**src/source/i2c_bridge_pkg.sv**
```systemverilog
`default_nettype none

package i2c_bridge_pkg;

	localparam logic [5:0] reg_ofs_ctrl = 6'h00;
	localparam logic [5:0] reg_ofs_addr = 6'h04;
	localparam logic [5:0] reg_ofs_tx   = 6'h08;
	localparam logic [5:0] reg_ofs_rx   = 6'h0c;

	localparam int count_w = 9; // fits status layout, depth <= 256

	typedef struct packed {
		logic        stb;
		logic        we;
		logic [5:0]  adr;
		logic [31:0] wdat;
	} bus_req_t;

	typedef struct packed {
		logic wstop; // write ended with stop
		logic rstop; // read ended with stop
		logic rerr;  // read address refused
	} i2c_event_t;

	typedef struct packed {
		logic [5:0]  rsvd_hi;
		logic        unmask_rx;
		logic        mask_rx;
		logic        soft_rst;
		logic        tx_rst;
		logic        rx_rst;
		logic        clr_rerr;
		logic        clr_rstop;
		logic        clr_wstop;
		logic [17:0] rsvd_lo;
	} ctrl_cmd_t;

	typedef struct packed {
		logic [6:0]         zero;
		logic               rx_mask;
		logic               soft_rst; // pulses, read as zero
		logic               tx_rst;
		logic               rx_rst;
		logic               rerr;
		logic               rstop;
		logic               wstop;
		logic [count_w-1:0] tx_count;
		logic [count_w-1:0] rx_count;
	} ctrl_stat_t;

	typedef union packed {
		ctrl_cmd_t  cmd;  // write view
		ctrl_stat_t stat; // read view
	} ctrl_word_u;

endpackage

`default_nettype wire

```
**src/source/i2c_regs.sv**
```systemverilog
`default_nettype none

module i2c_regs #(
	parameter int FIFO_DEPTH = 256,
	parameter int PKG_LEN    = 10
) (
	input  logic                               CLK_I,
	input  logic                               RST_I,
	input  i2c_bridge_pkg::bus_req_t           bus_req,
	output logic                               bus_ack,
	output logic [31:0]                        bus_rdata,
	input  i2c_bridge_pkg::i2c_event_t         evt,
	output logic [6:0]                         dev_addr,
	output logic                               rx_room,
	output logic                               tx_ready,
	input  logic [i2c_bridge_pkg::count_w-1:0] tx_count,
	input  logic [i2c_bridge_pkg::count_w-1:0] rx_count,
	output logic                               tx_push,
	output logic [31:0]                        tx_wdata,
	output logic                               rx_pop,
	input  logic [31:0]                        rx_head,
	output logic                               soft_rst,
	output logic                               tx_clr,
	output logic                               rx_clr,
	output logic                               int_i2c
);

	logic                       accept;
	logic                       wr_ctrl;
	logic                       wr_addr;
	logic                       wr_tx;
	logic                       rd_rx;
	logic                       wstop;
	logic                       rstop;
	logic                       rerr;
	logic                       rx_mask;
	i2c_bridge_pkg::ctrl_word_u cmd_word;
	i2c_bridge_pkg::ctrl_word_u stat_word;

	assign accept  = bus_req.stb & ~bus_ack;
	assign wr_ctrl = accept & bus_req.we & (bus_req.adr == i2c_bridge_pkg::reg_ofs_ctrl);
	assign wr_addr = accept & bus_req.we & (bus_req.adr == i2c_bridge_pkg::reg_ofs_addr);
	assign wr_tx   = accept & bus_req.we & (bus_req.adr == i2c_bridge_pkg::reg_ofs_tx);
	assign rd_rx   = accept & ~bus_req.we & (bus_req.adr == i2c_bridge_pkg::reg_ofs_rx);
	assign rx_pop  = rd_rx & (rx_count != '0); // empty read pops nothing

	assign cmd_word = bus_req.wdat;

	// packet level flow control
	assign rx_room  = (int'(rx_count) + PKG_LEN) <= FIFO_DEPTH;
	assign tx_ready = int'(tx_count) >= PKG_LEN;
	assign int_i2c  = (rx_count != '0) & ~rx_mask;

	always_ff @(posedge CLK_I or posedge RST_I) begin
		if (RST_I)
			bus_ack <= 1'b0;
		else
			bus_ack <= accept; // one cycle ack
	end

	always_ff @(posedge CLK_I or posedge RST_I) begin
		if (RST_I) begin
			soft_rst <= 1'b0;
			tx_clr   <= 1'b0;
			rx_clr   <= 1'b0;
		end else begin
			soft_rst <= wr_ctrl & cmd_word.cmd.soft_rst;
			tx_clr   <= wr_ctrl & (cmd_word.cmd.tx_rst | cmd_word.cmd.soft_rst);
			rx_clr   <= wr_ctrl & (cmd_word.cmd.rx_rst | cmd_word.cmd.soft_rst);
		end
	end

	// sticky status, bus clear beats a new event
	always_ff @(posedge CLK_I or posedge RST_I) begin
		if (RST_I) begin
			wstop   <= 1'b0;
			rstop   <= 1'b0;
			rerr    <= 1'b0;
			rx_mask <= 1'b1;
		end else if (soft_rst) begin
			wstop   <= 1'b0;
			rstop   <= 1'b0;
			rerr    <= 1'b0;
			rx_mask <= 1'b1;
		end else begin
			if (wr_ctrl && cmd_word.cmd.clr_wstop)
				wstop <= 1'b0;
			else if (evt.wstop)
				wstop <= 1'b1;
			if (wr_ctrl && cmd_word.cmd.clr_rstop)
				rstop <= 1'b0;
			else if (evt.rstop)
				rstop <= 1'b1;
			if (wr_ctrl && cmd_word.cmd.clr_rerr)
				rerr <= 1'b0;
			else if (evt.rerr)
				rerr <= 1'b1;
			if (wr_ctrl && cmd_word.cmd.mask_rx)
				rx_mask <= 1'b1; // mask wins
			else if (wr_ctrl && cmd_word.cmd.unmask_rx)
				rx_mask <= 1'b0;
		end
	end

	always_ff @(posedge CLK_I or posedge RST_I) begin
		if (RST_I) begin
			dev_addr <= '0;
			tx_push  <= 1'b0;
		end else begin
			if (wr_addr)
				dev_addr <= bus_req.wdat[6:0];
			tx_push <= wr_tx; // push lands a cycle later
		end
	end

	always_ff @(posedge CLK_I) begin
		if (wr_tx)
			tx_wdata <= bus_req.wdat;
	end

	always_comb begin
		stat_word               = '0;
		stat_word.stat.rx_mask  = rx_mask;
		stat_word.stat.rerr     = rerr;
		stat_word.stat.rstop    = rstop;
		stat_word.stat.wstop    = wstop;
		stat_word.stat.tx_count = tx_count;
		stat_word.stat.rx_count = rx_count;
	end

	always_ff @(posedge CLK_I) begin
		if (accept && !bus_req.we) begin
			case (bus_req.adr)
				i2c_bridge_pkg::reg_ofs_ctrl: bus_rdata <= stat_word;
				i2c_bridge_pkg::reg_ofs_addr: bus_rdata <= {25'b0, dev_addr};
				i2c_bridge_pkg::reg_ofs_rx:   bus_rdata <= rx_head; // stale head if empty
				default:                      bus_rdata <= 32'hdeaddead;
			endcase
		end
	end

	a_ack_single: assert property (@(posedge CLK_I) disable iff (RST_I)
		bus_ack |=> !bus_ack);
	a_pop_read: assert property (@(posedge CLK_I) disable iff (RST_I)
		rx_pop |=> bus_ack && bus_rdata == $past(rx_head));

endmodule

`default_nettype wire

```
**config.mk**
```make
export PLATFORM = sky130hd
export DESIGN_NAME = i2c_regs
export DESIGN_NICKNAME = d
export VERILOG_FILES = /design/src/source/i2c_bridge_pkg.sv /design/src/source/i2c_regs.sv
export SDC_FILE = /design/constraint.sdc
export NUM_CORES = 1
export LEC_CHECK = 0
export ABC_CLOCK_PERIOD_IN_PS = 3500
export BUFFER_PORTS_ARGS = -buffer_cell sky130_fd_sc_hd__buf_4
export CORE_MARGIN = 1.5
export CORE_UTILIZATION = 40
export DETAILED_ROUTE_END_ITERATION = 16
export GPL_ROUTABILITY_DRIVEN = 0
export PLACE_DENSITY_LB_ADDON = 0.1
export RECOVER_POWER = 100
export SLEW_MARGIN = 25
export SYNTH_ARGS = -nofsm -noshare
export SYNTH_HDL_FRONTEND = slang
export SYNTH_SLANG_ARGS = --single-unit
```
**constraint.sdc**
```tcl
create_clock -name CLK_I -period 3.5 [get_ports CLK_I]
set_clock_uncertainty 0.1 [all_clocks]
set_input_delay 0.525 -clock CLK_I [delete_from_list [all_inputs] [get_ports CLK_I]]
set_output_delay 0.525 -clock CLK_I [all_outputs]
set_load 0.01 [all_outputs]
```
==> impl_metrics.ini <==
[detailed_routing]
wl_mm = 8.21
viasPerCell = 4.85
ant_nets = 0
dr.pass1.iters = 5
vias = 2521
drt_iter0_markers = 71
wl_per_cell_um = 15.8
drc = 0

[setup_path]
crit_type = in -> out
worstPathArrival_ns = 1.91
worstRegToRegCells = 2
crit_path_start_kind = primary input
cp_data_required_time_ns = 2.87
critPathCaptureType = primary output
crit_fanout = 26

[synth]
syn_inst = 238
syn-cell-area_mm2 = 0.00323
ys_types = 37
synth-seq-area-share = 0.720
ys_seq_elements = 80
synth.net_count = 334
ys_warn_count = 0
syn_avg_cell_area_um2 = 13.6

[layout]
drive_gt1_frac = 0.263
synthToLayoutAreaGrowth_pct = 37.3
diodes = 0
final_util = 0.571
final_area_mm2 = 0.00443
nets = 509
stdcell_count = 520
fill_cells = 750
reg_top3 = bus_rdata (32), tx_wdata (32), dev_addr (7)

[pwr]
power_leakage_nw = 1.67
power_frac_comb = 0.101
powerDensity_mw_per_mm2 = 409
p_sw_mw = 0.420
seq_power_share = 0.580
switching_share = 0.231
p_int_mw = 1.39
peakVddDrop_v = 0.000243
power.total_mw = 1.81
p_clk_frac = 0.319

[timing]
finalHoldViolations = 0
max_clock_freq_mhz = 395
slew_headroom = -0.0217
final_max_slew_viol_count = 33
worstMarginPinSlew_ns = 1.53
rsz0062_at_grt = no
setup_tns_ns = 0
finalSetupViolCount = 0
fin_crit_sh = 0.723
period_minus_slack_ns = 2.53

[floorplanning]
initial_core_util = 0.416
fp.dieH_um = 92.8
core_area_mm2 = 0.00777
die_w_um = 92.8
pin_count = 175
row_count = 32
dieArea_mm2 = 0.00862

[run_status]
status = finished, violations left
violations = capacitance limit, slew limit

[clocking]
h-tree-depth = 3
clk_latency_ns = 0.34
root_buffer = clkbuf_8
ctsResizeCount = 0
holdBufCountCts = 0
cts_tree = built
clock-sinks = 80
cts_buffers = 9
post_cts.repair.setup_buffers = 0
clockBufferDepth = 2
clk_pin_slew_ns = 0.09

[job]
drv_cap = 1

[placement]
dpl.cell_count = 504
dp_hpwl_mm = 5.97
io_buffers = 174
place_area_mm2 = 0.00465

[grt]
grt-ovfl-total = 0
grt_max_degree = 41
track_usage = 0.189
grt_pass1_vias = 2501
grt_pass1_wl_mm = 12.3
antenna_found_initial = 0

[hold_path]
hp-class = in -> async
-- worst max-delay path, cell delays in order --
cell and delay (ns):
clkbuf_4 0.11, nor4_1 0.47, buf_4 0.37, nand4b_1 0.16, nor2_1 0.11, clkbuf_1 0.16
-- metal layers --
layer,vias up,global-route usage,share of wire
li1,1220,-,-
met1,1161,0.218,0.41
met2,122,0.311,0.47
met3,18,0.0714,0.091
met4,0,0.0821,0.027
met5,-,0,0
-- worst paths after layout --
kind	from	end	slack (ns)
max	bus_req[37]	rx_pop	0.97
min	RST_I	rstop	0.15
max reg2reg	bus_ack	bus_rdata[28]	1.08
min reg2reg	bus_ack	bus_ack	0.40
max in group asynchronous	RST_I	dev_addr[6]	2.75
min in group CLK_I	bus_req[14]	tx_wdata[14]	0.27
-- cell usage in the layout (no fill, tap or decap), types with 2 or more instances in the layout --
cell type	synthesis	final
dfrtp_1	15	15
mux2_1	0	7
nor4_1	2	3
and4_1	2	2
o21a_1	2	2
clkbuf_4	0	26
buf_4	1	61
a21oi_1	4	4
nand3_1	2	2
mux2i_1	3	3
mux2_2	4	4
edfxtp_1	64	64
a211oi_1	3	3
clkbuf_1	10	90
clkinvlp_4	0	2
clkinv_2	0	2
inv_1	3	3
nand2_1	45	45
o22ai_1	4	4
a22oi_1	5	5
o21ai_0	21	21
nor2_1	20	20
clkbuf_8	0	9
and3_1	2	2
-- power groups by stage --
stage / combinational, mW / sequential, mW / clock, mW
finish: 0.184 / 1.05 / 0.578
global route: 0.202 / 1.05 / 0.625
CTS: 0.210 / 1.05 / 0.597
detailed placement: 0.210 / 1.07 / 0
global placement: 0.206 / 1.07 / 0
floorplan: 0.0683 / 1.08 / 0
-- layout make-up --
type | instances | area [um^2] | share of cell area
timing repair buffer | 176 | 988 | 0.223
clock buffer | 11 | 131 | 0.0296
tap | 102 | 128 | 0.0288
sequential | 80 | 2320 | 0.524
clock inverter | 5 | 33.8 | 0.00762
multi-input combinational | 143 | 817 | 0.184
inverter | 3 | 11.3 | 0.00254
-- cells in the mapped netlist (all sizes together) --
| master | instances | area share |
|---|---|---|
| a211oi | 3 | 0.0070 |
| a21oi | 4 | 0.0062 |
| a221o | 1 | 0.0031 |
| a22o | 1 | 0.0027 |
| a22oi | 5 | 0.012 |
| a32oi | 1 | 0.0027 |
| and2 | 2 | 0.0039 |
| and3 | 2 | 0.0039 |
| and3b | 1 | 0.0027 |
| and4 | 2 | 0.0054 |
| buf | 2 | 0.0035 |
| clkbuf | 10 | 0.012 |
| dfrtp | 15 | 0.12 |
| dfstp | 1 | 0.0081 |
| edfxtp | 64 | 0.60 |
| ha | 1 | 0.0039 |
| inv | 3 | 0.0035 |
| mux2 | 11 | 0.047 |
| mux2i | 3 | 0.0093 |
| nand2 | 45 | 0.052 |
| nand3 | 2 | 0.0031 |
| nand4 | 1 | 0.0019 |
| nand4b | 1 | 0.0027 |
| nor2 | 20 | 0.023 |
| nor2b | 2 | 0.0039 |
| nor3 | 1 | 0.0015 |
| nor3b | 1 | 0.0023 |
| nor4 | 3 | 0.010 |
| o21a | 2 | 0.0046 |
| o21ai | 21 | 0.033 |
| o22ai | 4 | 0.0078 |
| or2 | 1 | 0.0019 |
| or3 | 1 | 0.0019 |
| or4 | 1 | 0.0023 |
-- logic make-up (layout without fill, tap and decap cells) --
group                    count (synthesis)  in the layout  synth area share
multiplexers                            14             14            0.0558
flip-flops                              80             80             0.720
adder cells (fa/ha/maj)                  1              1           0.00388
buffers and inverters                   15            195            0.0186
AO/OA/AOI/OAI                           42             42            0.0783
AND/OR/NAND/NOR                         86             86             0.124
-- per-stage QoR --
step	setup WS, ns	hold slack (ns)
detailed placement	1.03	0.394
finish	0.968	0.148
CTS	1.02	0.171
global placement	0.975	0.385
global route	0.838	0.208
floorplan	0.541	0.338
(Power assumes the default switching activity.)
